File: src/hw/mcu_ao_pkg.sv
// ############################
// Always-on block package
// Widths, register map, vector bit positions and shared types
// ############################

package mcu_ao_pkg;

  localparam int DATA_W       = 32;
  localparam int ADDR_W       = 6;
  localparam int GPIO_W       = 8;
  localparam int NUM_EXT_INT  = 4;
  localparam int FAST_W       = 15;
  localparam int IRQ_SW_BIT   = 3;
  localparam int IRQ_EXT_BIT  = 11;
  localparam int IRQ_FAST_LSB = 16;
  localparam int SYNC_STAGES  = 2;

  // Register word addresses
  typedef enum logic [ADDR_W-1:0] {
    REG_GPIO_OUT         = 6'h00,
    REG_GPIO_OE          = 6'h04,
    REG_GPIO_IN          = 6'h08,
    REG_GPIO_INTR_EN     = 6'h0C,
    REG_GPIO_INTR_STATUS = 6'h10,
    REG_INTR_VECTOR      = 6'h14,
    REG_FAST_INTR_MASK   = 6'h18,
    REG_PD_CTRL          = 6'h1C,
    REG_PD_STATUS        = 6'h20,
    REG_MSIP             = 6'h24
  } reg_addr_e;

  typedef enum logic [2:0] {
    PD_ON,
    PD_ISO,
    PD_RST,
    PD_SWITCH_OFF,
    PD_OFF,
    PD_SWITCH_ON,
    PD_UNISO
  } pd_state_e;

  typedef struct packed {
    logic              write;
    logic [ADDR_W-1:0] addr;
    logic [DATA_W-1:0] wdata;
  } reg_req_t;

  typedef struct packed {
    logic [DATA_W-1:0] rdata;
    logic              err;
  } reg_rsp_t;

  typedef struct packed {
    logic [GPIO_W-1:0] out;
    logic [GPIO_W-1:0] oe;
  } gpio_pad_t;

  typedef struct packed {
    logic [GPIO_W-1:0] out;
    logic [GPIO_W-1:0] oe;
    logic [GPIO_W-1:0] intr_en;
  } gpio_cfg_t;

  // One switchable domain
  typedef struct packed {
    logic sw;
    logic iso;
    logic rst_n;
  } pd_ctrl_t;

endpackage

File: src/hw/gpio_bank.sv
// ############################
// Always-on GPIO bank
// Pad drive, input sync and rising-edge interrupt status
// ############################

`timescale 1ns/1ps

module gpio_bank
  import mcu_ao_pkg::*;
(
  input  logic              clk_i,
  input  logic              arst_n_i,
  input  gpio_cfg_t         cfg_i,
  input  logic [GPIO_W-1:0] clear_i,
  input  logic [GPIO_W-1:0] gpio_i,
  output gpio_pad_t         pad_o,
  output logic [GPIO_W-1:0] gpio_in_o,
  output logic [GPIO_W-1:0] status_o
);

  logic [SYNC_STAGES-1:0][GPIO_W-1:0] sync_q;
  logic [GPIO_W-1:0]                  prev_q;
  logic [GPIO_W-1:0]                  status_q;
  logic [GPIO_W-1:0]                  rise;
  gpio_pad_t                          pad_q;

  assign gpio_in_o = sync_q[SYNC_STAGES-1];
  assign rise      = gpio_in_o & ~prev_q;

  always_ff @(posedge clk_i or negedge arst_n_i) begin
    if (!arst_n_i) begin
      sync_q   <= '0;
      prev_q   <= '0;
      status_q <= '0;
      pad_q    <= '0;
    end else begin
      sync_q    <= {sync_q[SYNC_STAGES-2:0], gpio_i};
      prev_q    <= gpio_in_o;
      pad_q.out <= cfg_i.out;
      pad_q.oe  <= cfg_i.oe;
      // Clear wins over a new edge
      status_q  <= (status_q | (rise & cfg_i.intr_en)) & ~clear_i;
    end
  end

  assign pad_o    = pad_q;
  assign status_o = status_q;

  a_status_needs_en: assert property (@(posedge clk_i) disable iff (!arst_n_i)
    (status_o & ~$past(status_o) & ~$past(cfg_i.intr_en)) == '0);

endmodule

File: src/hw/irq_collector.sv
// ############################
// Interrupt collector
// Masks fast sources and registers the core vector
// ############################

`timescale 1ns/1ps

module irq_collector
  import mcu_ao_pkg::*;
(
  input  logic                   clk_i,
  input  logic                   arst_n_i,
  input  logic [GPIO_W-1:0]      gpio_status_i,
  input  logic [NUM_EXT_INT-1:0] ext_intr_i,
  input  logic [FAST_W-1:0]      fast_mask_i,
  input  logic                   msip_i,
  output logic [DATA_W-1:0]      irq_o
);

  logic [FAST_W-1:0] fast_src;
  logic [FAST_W-1:0] fast_masked;
  logic [DATA_W-1:0] irq_d;
  logic [DATA_W-1:0] irq_q;

  // Top fast sources are reserved
  assign fast_src    = FAST_W'({gpio_status_i, ext_intr_i});
  assign fast_masked = fast_src & fast_mask_i;

  always_comb begin
    irq_d                             = '0;
    irq_d[IRQ_FAST_LSB +: FAST_W]     = fast_masked;
    irq_d[IRQ_EXT_BIT]                = |fast_masked;
    irq_d[IRQ_SW_BIT]                 = msip_i;
  end

  always_ff @(posedge clk_i or negedge arst_n_i) begin
    if (!arst_n_i) begin
      irq_q <= '0;
    end else begin
      irq_q <= irq_d;
    end
  end

  assign irq_o = irq_q;

  a_reserved_zero: assert property (@(posedge clk_i) disable iff (!arst_n_i)
    irq_o[DATA_W-1:IRQ_FAST_LSB+NUM_EXT_INT+GPIO_W] == '0 &&
    irq_o[IRQ_FAST_LSB-1:IRQ_EXT_BIT+1] == '0 &&
    irq_o[IRQ_EXT_BIT-1:IRQ_SW_BIT+1] == '0 &&
    irq_o[IRQ_SW_BIT-1:0] == '0);

endmodule

File: src/hw/power_domain_seq.sv
// ############################
// Power domain sequencer
// Isolation, reset and switch ordering for one domain
// ############################

`timescale 1ns/1ps

module power_domain_seq
  import mcu_ao_pkg::*;
(
  input  logic     clk_i,
  input  logic     arst_n_i,
  input  logic     off_req_i,
  input  logic     ack_i,
  output pd_ctrl_t pd_o,
  output logic     on_o
);

  pd_state_e state_q;
  pd_state_e state_d;

  // Request is only sampled in the two stable states
  always_comb begin
    state_d = state_q;
    case (state_q)
      PD_ON:         if (off_req_i) state_d = PD_ISO;
      PD_ISO:        state_d = PD_RST;
      PD_RST:        state_d = PD_SWITCH_OFF;
      PD_SWITCH_OFF: if (!ack_i) state_d = PD_OFF;
      PD_OFF:        if (!off_req_i) state_d = PD_SWITCH_ON;
      PD_SWITCH_ON:  if (ack_i) state_d = PD_UNISO;
      PD_UNISO:      state_d = PD_ON;
      default:       state_d = PD_ON;
    endcase
  end

  always_ff @(posedge clk_i or negedge arst_n_i) begin
    if (!arst_n_i) begin
      state_q <= PD_ON;
    end else begin
      state_q <= state_d;
    end
  end

  always_comb begin
    pd_o = '{sw: 1'b1, iso: 1'b1, rst_n: 1'b0};
    case (state_q)
      PD_ON:         pd_o = '{sw: 1'b1, iso: 1'b0, rst_n: 1'b1};
      PD_ISO:        pd_o = '{sw: 1'b1, iso: 1'b1, rst_n: 1'b1};
      PD_RST:        pd_o = '{sw: 1'b1, iso: 1'b1, rst_n: 1'b0};
      PD_SWITCH_OFF: pd_o = '{sw: 1'b0, iso: 1'b1, rst_n: 1'b0};
      PD_OFF:        pd_o = '{sw: 1'b0, iso: 1'b1, rst_n: 1'b0};
      PD_SWITCH_ON:  pd_o = '{sw: 1'b1, iso: 1'b1, rst_n: 1'b0};
      PD_UNISO:      pd_o = '{sw: 1'b1, iso: 1'b0, rst_n: 1'b0};
      default:       pd_o = '{sw: 1'b1, iso: 1'b1, rst_n: 1'b0};
    endcase
  end

  assign on_o = (state_q == PD_ON);

  a_iso_before_off: assert property (@(posedge clk_i) disable iff (!arst_n_i)
    $fell(pd_o.sw) |-> pd_o.iso && $past(pd_o.iso));

endmodule

File: src/hw/ao_reg_ctrl.sv
// ############################
// Register controller
// Handshake, address decode and always-on control registers
// ############################

`timescale 1ns/1ps

module ao_reg_ctrl
  import mcu_ao_pkg::*;
(
  input  logic              clk_i,
  input  logic              arst_n_i,
  input  logic              req_valid_i,
  input  reg_req_t          req_i,
  output logic              req_ready_o,
  output logic              rsp_valid_o,
  output reg_rsp_t          rsp_o,
  input  logic              rsp_ready_i,
  input  logic [GPIO_W-1:0] gpio_in_i,
  input  logic [GPIO_W-1:0] gpio_status_i,
  input  logic [DATA_W-1:0] irq_i,
  input  logic              cpu_on_i,
  input  logic              periph_on_i,
  input  logic              core_sleep_i,
  output gpio_cfg_t         gpio_cfg_o,
  output logic [GPIO_W-1:0] gpio_clear_o,
  output logic [FAST_W-1:0] fast_mask_o,
  output logic              msip_o,
  output logic              cpu_off_req_o,
  output logic              periph_off_req_o
);

  logic              rsp_valid_q;
  reg_rsp_t          rsp_q;
  gpio_cfg_t         gpio_cfg_q;
  gpio_cfg_t         gpio_cfg_d;
  logic [FAST_W-1:0] fast_mask_q;
  logic              msip_q;
  logic [1:0]        pd_ctrl_q;
  logic [DATA_W-1:0] rdata;
  logic              err;
  logic              read_only;
  logic              xfer;
  logic              wr;

  assign req_ready_o = ~rsp_valid_q;
  assign xfer        = req_valid_i & req_ready_o;
  assign wr          = xfer & req_i.write & ~err;

  always_comb begin
    rdata     = '0;
    err       = 1'b0;
    read_only = 1'b0;
    case (req_i.addr)
      REG_GPIO_OUT:         rdata = DATA_W'(gpio_cfg_q.out);
      REG_GPIO_OE:          rdata = DATA_W'(gpio_cfg_q.oe);
      REG_GPIO_INTR_EN:     rdata = DATA_W'(gpio_cfg_q.intr_en);
      REG_GPIO_INTR_STATUS: rdata = DATA_W'(gpio_status_i);
      REG_FAST_INTR_MASK:   rdata = DATA_W'(fast_mask_q);
      REG_PD_CTRL:          rdata = DATA_W'(pd_ctrl_q);
      REG_MSIP:             rdata = DATA_W'(msip_q);
      REG_GPIO_IN: begin
        rdata     = DATA_W'(gpio_in_i);
        read_only = 1'b1;
      end
      REG_INTR_VECTOR: begin
        rdata     = irq_i;
        read_only = 1'b1;
      end
      REG_PD_STATUS: begin
        rdata     = DATA_W'({periph_on_i, cpu_on_i});
        read_only = 1'b1;
      end
      default: err = 1'b1;
    endcase
    if (req_i.write && read_only) begin
      err = 1'b1;
    end
  end

  // Next GPIO config goes straight to the bank so pads follow one cycle after transfer
  always_comb begin
    gpio_cfg_d = gpio_cfg_q;
    if (wr) begin
      case (req_i.addr)
        REG_GPIO_OUT:     gpio_cfg_d.out     = req_i.wdata[GPIO_W-1:0];
        REG_GPIO_OE:      gpio_cfg_d.oe      = req_i.wdata[GPIO_W-1:0];
        REG_GPIO_INTR_EN: gpio_cfg_d.intr_en = req_i.wdata[GPIO_W-1:0];
        default:          gpio_cfg_d         = gpio_cfg_q;
      endcase
    end
  end

  always_ff @(posedge clk_i or negedge arst_n_i) begin
    if (!arst_n_i) begin
      rsp_valid_q <= 1'b0;
      gpio_cfg_q  <= '0;
      fast_mask_q <= '0;
      msip_q      <= 1'b0;
      pd_ctrl_q   <= '0;
    end else begin
      gpio_cfg_q <= gpio_cfg_d;
      if (xfer) begin
        rsp_valid_q <= 1'b1;
      end else if (rsp_ready_i) begin
        rsp_valid_q <= 1'b0;
      end
      if (wr && req_i.addr == REG_FAST_INTR_MASK) begin
        fast_mask_q <= req_i.wdata[FAST_W-1:0];
      end
      if (wr && req_i.addr == REG_MSIP) begin
        msip_q <= req_i.wdata[0];
      end
      if (wr && req_i.addr == REG_PD_CTRL) begin
        pd_ctrl_q <= req_i.wdata[1:0];
      end
    end
  end

  // Write responses and errors carry zero data
  always_ff @(posedge clk_i) begin
    if (xfer) begin
      rsp_q.rdata <= (err || req_i.write) ? '0 : rdata;
      rsp_q.err   <= err;
    end
  end

  assign rsp_valid_o      = rsp_valid_q;
  assign rsp_o            = rsp_q;
  assign gpio_cfg_o       = gpio_cfg_d;
  assign gpio_clear_o     = (wr && req_i.addr == REG_GPIO_INTR_STATUS) ?
                            req_i.wdata[GPIO_W-1:0] : '0;
  assign fast_mask_o      = fast_mask_q;
  assign msip_o           = msip_q;
  // cpu may only go down while the core sleeps
  assign cpu_off_req_o    = pd_ctrl_q[0] & core_sleep_i;
  assign periph_off_req_o = pd_ctrl_q[1];

  a_rsp_stable: assert property (@(posedge clk_i) disable iff (!arst_n_i)
    rsp_valid_o && !rsp_ready_i |=> rsp_valid_o && $stable(rsp_o));

  a_rsp_after_xfer: assert property (@(posedge clk_i) disable iff (!arst_n_i)
    xfer |=> rsp_valid_o);

endmodule

File: src/hw/mcu_ao_top.sv
// ############################
// Always-on block top level
// Register port, GPIO bank, interrupt vector and power sequencing
// ############################

`timescale 1ns/1ps

module mcu_ao_top
  import mcu_ao_pkg::*;
(
  input  logic                   clk_i,
  input  logic                   arst_n_i,
  input  logic                   req_valid_i,
  input  reg_req_t               req_i,
  output logic                   req_ready_o,
  output logic                   rsp_valid_o,
  output reg_rsp_t               rsp_o,
  input  logic                   rsp_ready_i,
  input  logic [GPIO_W-1:0]      gpio_i,
  output gpio_pad_t              gpio_pad_o,
  input  logic [NUM_EXT_INT-1:0] ext_intr_i,
  input  logic                   core_sleep_i,
  output logic [DATA_W-1:0]      irq_o,
  output pd_ctrl_t               cpu_pd_o,
  input  logic                   cpu_ack_i,
  output pd_ctrl_t               periph_pd_o,
  input  logic                   periph_ack_i
);

  gpio_cfg_t           gpio_cfg;
  logic [GPIO_W-1:0]   gpio_clear;
  logic [GPIO_W-1:0]   gpio_in;
  logic [GPIO_W-1:0]   gpio_status;
  logic [FAST_W-1:0]   fast_mask;
  logic                msip;
  logic                cpu_off_req;
  logic                periph_off_req;
  logic                cpu_on;
  logic                periph_on;

  ao_reg_ctrl i_ao_reg_ctrl (
    .clk_i,
    .arst_n_i,
    .req_valid_i,
    .req_i,
    .req_ready_o,
    .rsp_valid_o,
    .rsp_o,
    .rsp_ready_i,
    .gpio_in_i        (gpio_in),
    .gpio_status_i    (gpio_status),
    .irq_i            (irq_o),
    .cpu_on_i         (cpu_on),
    .periph_on_i      (periph_on),
    .core_sleep_i,
    .gpio_cfg_o       (gpio_cfg),
    .gpio_clear_o     (gpio_clear),
    .fast_mask_o      (fast_mask),
    .msip_o           (msip),
    .cpu_off_req_o    (cpu_off_req),
    .periph_off_req_o (periph_off_req)
  );

  gpio_bank i_gpio_bank (
    .clk_i,
    .arst_n_i,
    .cfg_i     (gpio_cfg),
    .clear_i   (gpio_clear),
    .gpio_i,
    .pad_o     (gpio_pad_o),
    .gpio_in_o (gpio_in),
    .status_o  (gpio_status)
  );

  irq_collector i_irq_collector (
    .clk_i,
    .arst_n_i,
    .gpio_status_i (gpio_status),
    .ext_intr_i,
    .fast_mask_i   (fast_mask),
    .msip_i        (msip),
    .irq_o
  );

  power_domain_seq i_cpu_pd (
    .clk_i,
    .arst_n_i,
    .off_req_i (cpu_off_req),
    .ack_i     (cpu_ack_i),
    .pd_o      (cpu_pd_o),
    .on_o      (cpu_on)
  );

  power_domain_seq i_periph_pd (
    .clk_i,
    .arst_n_i,
    .off_req_i (periph_off_req),
    .ack_i     (periph_ack_i),
    .pd_o      (periph_pd_o),
    .on_o      (periph_on)
  );

endmodule

File: config.mk
export PLATFORM = sky130hd
export DESIGN_NAME = mcu_ao_top
export DESIGN_NICKNAME = d
export VERILOG_FILES = /design/src/hw/mcu_ao_pkg.sv /design/src/hw/gpio_bank.sv /design/src/hw/irq_collector.sv /design/src/hw/power_domain_seq.sv /design/src/hw/ao_reg_ctrl.sv /design/src/hw/mcu_ao_top.sv
export SDC_FILE = /design/constraint.sdc
export NUM_CORES = 1
export LEC_CHECK = 0
export BUFFER_PORTS_ARGS = -buffer_cell sky130_fd_sc_hd__buf_2
export CAP_MARGIN = 20
export CELL_PAD_IN_SITES_DETAIL_PLACEMENT = 0
export CELL_PAD_IN_SITES_GLOBAL_PLACEMENT = 1
export CORE_MARGIN = 4
export CORE_UTILIZATION = 45
export CTS_BUF_LIST = sky130_fd_sc_hd__clkbuf_16
export DETAILED_ROUTE_END_ITERATION = 16
export PLACE_DENSITY_LB_ADDON = 0.08
export SYNTH_ARGS = -nofsm -noshare
export SYNTH_HDL_FRONTEND = slang
export SYNTH_SLANG_ARGS = --single-unit
export TNS_END_PERCENT = 10
File: constraint.sdc
create_clock -name clk_i -period 6.5 [get_ports clk_i]
set_input_delay 0.65 -clock clk_i [delete_from_list [all_inputs] [get_ports clk_i]]
set_output_delay 0.65 -clock clk_i [all_outputs]
set_load 0.01 [all_outputs]
# [Word-level counts from Yosys, hierarchy flattened]
# Index checks and enable logic that the tools add are counted.
[word_totals] input_bits=58 output_inout_bits=89 wordCells=98 regBits=131
[op_classes] n_bitwise=13 mux=21 n_eq_ne=29 n_reduce_logical=19
[ops] cell="$pmux W31 S10" n=1
[ops] cell="$pmux W3 S6" n=2
[ops] cell="$and A8 B8 Y8" n=3
[ops] cell="$eq A6 B5 Y1 const B" n=4
[ops] cell="$mux W3" n=8
[ops] cell="$mux W8" n=3
[ops] cell="$pmux W3 S4" n=2
[ops] cell="$eq A3 B3 Y1 const B" n=6
[ops] cell="$not A8 Y8" n=2
[ops] cell="$and A12 B15 Y15" n=1
[ops] cell="$reduce_or A15 Y1" n=1
[ops] cell="$ne A2 B2 Y1 const B" n=7
[ops] cell="$eq A3 B2 Y1 const B" n=4
[ops] cell="$eq A6 B4 Y1 const B" n=2
[ops] cell="$eq A6 B6 Y1 const B" n=2
[ops] cell="$reduce_or A10 Y1" n=1
[ops] cell="$or A8 B8 Y8" n=1
[ops] cell="$reduce_and A4 Y1" n=2
[ops] cell="$eq A3 B1 Y1 const B" n=2
[ops] cell="$eq A6 B3 Y1 const B" n=1
[ops] cell="$logic_not A3 Y1" n=2
[ops] cell="$logic_not A6 Y1" n=1
[ops] cell="$logic_and A1 B1 Y1" n=5
[ops] cell="$mux W1" n=5
[ops] cell="8 further kinds" n=14

# [Logic depth before layout (Yosys ltp)]
[depth] depth_word=11 depth_mapped=6 ltp_nobuf=4

# [Hierarchy]
# A second synthesis with hierarchy kept.
[hier_totals] cells_unflattened=440 area_unflattened_um2=5953.2
[by_module_without_submodules] module="ao_reg_ctrl" instances=1 area_per_inst_um2=3585.9 seq_area_each_um2=2067.0 cells_each=270
[by_module_without_submodules] module="gpio_bank" instances=1 area_per_inst_um2=1391.3 seq_area_each_um2=1201.2 cells_each=80
[by_module_without_submodules] module="irq_collector" instances=1 area_per_inst_um2=600.6 seq_area_each_um2=350.3 cells_each=50
[by_module_without_submodules] module="power_domain_seq" instances=2 area_per_inst_um2=187.7 seq_area_each_um2=75.1 cells_each=20

# [Least setup slack after synthesis]
# Ideal clock, no wire load.
[synth_path] path_kind="input-to-reg" from="input port req_valid_i" to="register i_gpio_bank.pad_q (netlist bit i_gpio_bank.pad_o[10])" setup_time_ns=0.125 required_time_ns=6.375 arrival_time_ns=2.442 n_path_buf=1 path_slack_ns=3.933 path_stages=5 cell_sequence="and2b_1 > nand3_2 > or4_1 > buf_6 > mux2_4"
[synth_via] elab_chain_cells=4
[synth_rtl] item="start, declared" line="mcu_ao_top.sv:13" rtl="input logic req_valid_i,"
[synth_rtl] item="$and A1 B1 Y1" line="ao_reg_ctrl.sv:47" rtl="assign xfer = req_valid_i & req_ready_o;"
[synth_rtl] item="$and A1 B1 Y1 (2 in series)" line="ao_reg_ctrl.sv:48" rtl="assign wr = xfer & req_i.write & ~err;"
[synth_rtl] item="$reduce_and A2 Y1 (no source line)"
[synth_rtl] item="end, declared" line="gpio_bank.sv:25" rtl="gpio_pad_t pad_q;"
# Every way passes these cells.
# A chain may end at the register's enable or synchronous reset.

# [Final worst setup path]
[layout_path] from="input port req_i[35] (netlist bit)" to="register i_gpio_bank.pad_q (netlist bit i_gpio_bank.pad_o[1])"
[layout_via] elab_chain_cells=8 elab_cells_between_ends=19 classes_between="eq/ne (9); mux (3); bitwise (2); reduce/logical (5)"
[layout_rtl] item="start, declared" line="mcu_ao_top.sv:14" rtl="input reg_req_t req_i,"
[layout_rtl] item="$eq A6 B4 Y1, or another cell as far along" line="ao_reg_ctrl.sv:54" rtl="case (req_i.addr)"
[layout_rtl] item="$reduce_or A3 Y1 (no source line)"
[layout_rtl] item="$mux W1" line="ao_reg_ctrl.sv:54"
[layout_rtl] item="$logic_and A1 B1 Y1" line="ao_reg_ctrl.sv:76" rtl="if (req_i.write && read_only) begin"
[layout_rtl] item="$mux W1" line="ao_reg_ctrl.sv:76"
[layout_rtl] item="$not A1 Y1" line="ao_reg_ctrl.sv:48"
[layout_rtl] item="$and A1 B1 Y1" line="ao_reg_ctrl.sv:48"
[layout_rtl] item="$reduce_and A2 Y1 (no source line) (*)"
# Every way passes the cells marked *; elsewhere a longest branch is shown, timed or not.

==> impl_metrics.env <==
export IMPL_core_area_mm2=0.0120
export IMPL_pin_count=147
export IMPL_rsz0062_at_grt="false"
export IMPL_cp_top_family="simple AND/OR/NAND/NOR gates"
export IMPL_maxCapViolations=0
export IMPL_min_period_ns=2.78
export IMPL_initialDrtViolationCount=187
export IMPL_syn_inst=423
export IMPL_grt_total_usage_pct=17.8
export IMPL_tightestPinTransition_ns=1.09
export IMPL_die_w_um=119
export IMPL_required_ns=6.79
export IMPL_die_area_mm2=0.0141
export IMPL_cts_hold_buf=0
export IMPL_cts_tree="done"
export IMPL_path_cells="buf_2, inv_1, nand2_1, nor3_2, mux2_2"
export IMPL_hold_path_class="input port to asynchronous set/reset pin"
export IMPL_yosys_warnings=0
export IMPL_grt_pass1_vias=3568
export IMPL_placed_cell_area_mm2=0.00594
export IMPL_cp_end_kind="flip-flop"
export IMPL_cts_buffers=17
export IMPL_async_reset_ff_share_pct=77.2
export IMPL_overflow=0
export IMPL_synth_area_mm2=0.00554
export IMPL_dpl_hpwl_um=8390
export IMPL_post_cts_buffers=0
export IMPL_final_util_pct=54.1
export IMPL_routed_wl_um=12200
export IMPL_cts_root_buffer="clkbuf_16"
export IMPL_critPathLaunchType="input port"
export IMPL_ys_ff_latch=123
export IMPL_gp_congestion=0.778
export IMPL_ctsLongestPathBuffers=2
export IMPL_drv_slew=0
export IMPL_wire_per_inst_um=18.0
export IMPL_avgSynthCellArea_um2=13.1
export IMPL_layout_drive_gt1_share_pct=36.2
export IMPL_synth_distinct_cells=51
export IMPL_dr_pass1_iters=4
export IMPL_cts_resized=0
export IMPL_cts_sinks=123
export IMPL_outcome="completed"
export IMPL_via_count=3559
export IMPL_start_util_pct=46.1
export IMPL_antenna_found_initial=0
export IMPL_power_density_mw_per_mm2=318
export IMPL_num_rows=40
export IMPL_yosysSeqAreaShare_pct=58.1
export IMPL_drc=0
export IMPL_leakagePower_nw=3.07
export IMPL_ir_drop_v=0.000181
export IMPL_diodes=0
export IMPL_synth_ff_type="dfrtp_1"
export IMPL_path_buf_inv=2
export IMPL_p_total_mw=2.07
export IMPL_grt_pass1_wl_um=19500
export IMPL_worstSkewPairLatency_ns=0.41
export IMPL_skew_ns=0.00630
export IMPL_final_setup_viol_count=0
export IMPL_max_freq_mhz=359
export IMPL_drtAntennaViolNets=0
export IMPL_htreeDepth=4
export IMPL_fin_tns_setup_ns=0
export IMPL_grt_max_degree=81
export IMPL_finalInstanceArea_mm2=0.00650
export IMPL_vias_per_cell=5.27
export IMPL_die_y_um=119
export IMPL_portBuffers=106
export IMPL_nets=573
export IMPL_slowest_delay_ns=0.90
export IMPL_hold_violations=0
export IMPL_synth_edf_count=28
export IMPL_cp_max_fo=25
export IMPL_relSlewSlack_pct=26.9
export IMPL_setup_slack_ns=3.72
export IMPL_arrival_ns=3.07
export IMPL_clkTransAtPathRegs_ns=0.06
export IMPL_path_class="input port to flip-flop"
export IMPL_slowest_stage="nor3_2"
export IMPL_pre_cts_ws_ns=3.31
export IMPL_fin_crit_sh_pct=42.8
export IMPL_area_growth_pct=17.4
[cell families (layout without fill, tap and decap cells)]
family                 after synthesis  in the layout  synth area share, %
muxes                               52             52                 12.4
AOI/OAI and AO/OA                   57             57                 8.02
and+or+nand+nor                    128            128                 13.8
DFF                                123            123                 58.1
buffers and inverters               62            145                 7.70
other                                1             23               0.0677
[area by class of cell]
class / count / area, µm²
flip-flops and latches: 123 / 3220
well taps: 147 / 184
repair buffers: 109 / 576
inverters: 4 / 15.0
clock inverters: 15 / 109
fillers: 1051 / 5510
clock buffers: 17 / 425
multi-input cells: 260 / 1980
[metrics by stage]
stage	hold WS, ns	instances
final	0.0860	675
after global routing	0.0901	675
after CTS	0.0720	674
after detailed placement	0.335	642
after global placement	0.332	642
after floorplan	0.331	445
[flip-flops by register name, summed over array words and instances, names as in the netlist, 8 cells and up]
register / flops
i_ao_reg_ctrl.fast_mask_o: 15
i_ao_reg_ctrl.gpio_cfg_q: 8
i_ao_reg_ctrl.rsp_o: 28
i_gpio_bank.gpio_in_o: 8
i_gpio_bank.pad_o: 16
i_gpio_bank.prev_q: 8
i_gpio_bank.status_o: 8
i_gpio_bank.sync_q: 8
i_irq_collector.irq_o: 14
[worst paths after layout]
check                      cells past startpoint  slack (ns)                             to                 startpoint
setup / recovery                               5        3.72           i_gpio_bank.pad_o[1]                  req_i[35]
hold / removal                                 1        0.09  i_ao_reg_ctrl.fast_mask_o[13]                   arst_n_i
setup reg to reg                               5        3.79           i_gpio_bank.pad_o[1]  i_ao_reg_ctrl.rsp_valid_o
hold reg to reg                                0        0.35       i_gpio_bank.gpio_in_o[4]      i_gpio_bank.sync_q[4]
max in group asynchronous                      3        5.59   i_ao_reg_ctrl.fast_mask_o[2]                   arst_n_i
min in group clk_i                             1        0.34          i_gpio_bank.sync_q[2]                  gpio_i[2]
[cells in the mapped netlist (all sizes together), types with 12 or more instances]
cell type	count	area share, %
dfrtp	95	43
nor2	20	1.4
nand2b	12	1.4
nand2	19	1.3
a21oi	17	1.5
buf	50	6.9
mux2	37	8.1
a2bb2oi	12	1.9
edfxtp	28	15
and2	32	3.6
[routing by layer]
| layer | global-route usage [%] | part of all wire, % | vias up |
|---|---|---|---|
| met1 | 24.5 | 47 | 1779 |
| met3 | 4.89 | 5.2 | 18 |
| li1 | - | - | 1654 |
| met4 | 6.88 | 1.5 | 0 |
| met5 | 0 | 0 | - |
| met2 | 27.0 | 47 | 108 |
[report_power, final]
group	switching [mW]	total (mW)	leakage, nW	internal (mW)
registers	0.0703	0.936	1.51	0.866
clock network	0.328	0.843	0.260	0.515
logic	0.155	0.288	1.30	0.133
[cells in the final DEF, fill, tap and decap left out, types with 3 or more instances in the layout]
cell type and instances:
a21oi_1 17, a2bb2oi_1 12, and2_1 32, buf_2 105, buf_4 3, clkbuf_16 17
clkinv_1 4, clkinv_2 4, clkinvlp_4 3, conb_1 23, dfrtp_1 95, edfxtp_1 28
inv_1 5, mux2_2 27, mux2_4 8, mux2i_1 8, mux4_2 7, nand2_1 19
nand2b_1 12, nand3_1 4, nand3b_1 5, nand4_1 8, nor2_1 20, nor2b_1 7
nor3_1 3, nor4_1 4, o21ai_0 6, o31ai_2 5
(Power assumes the default switching activity.)
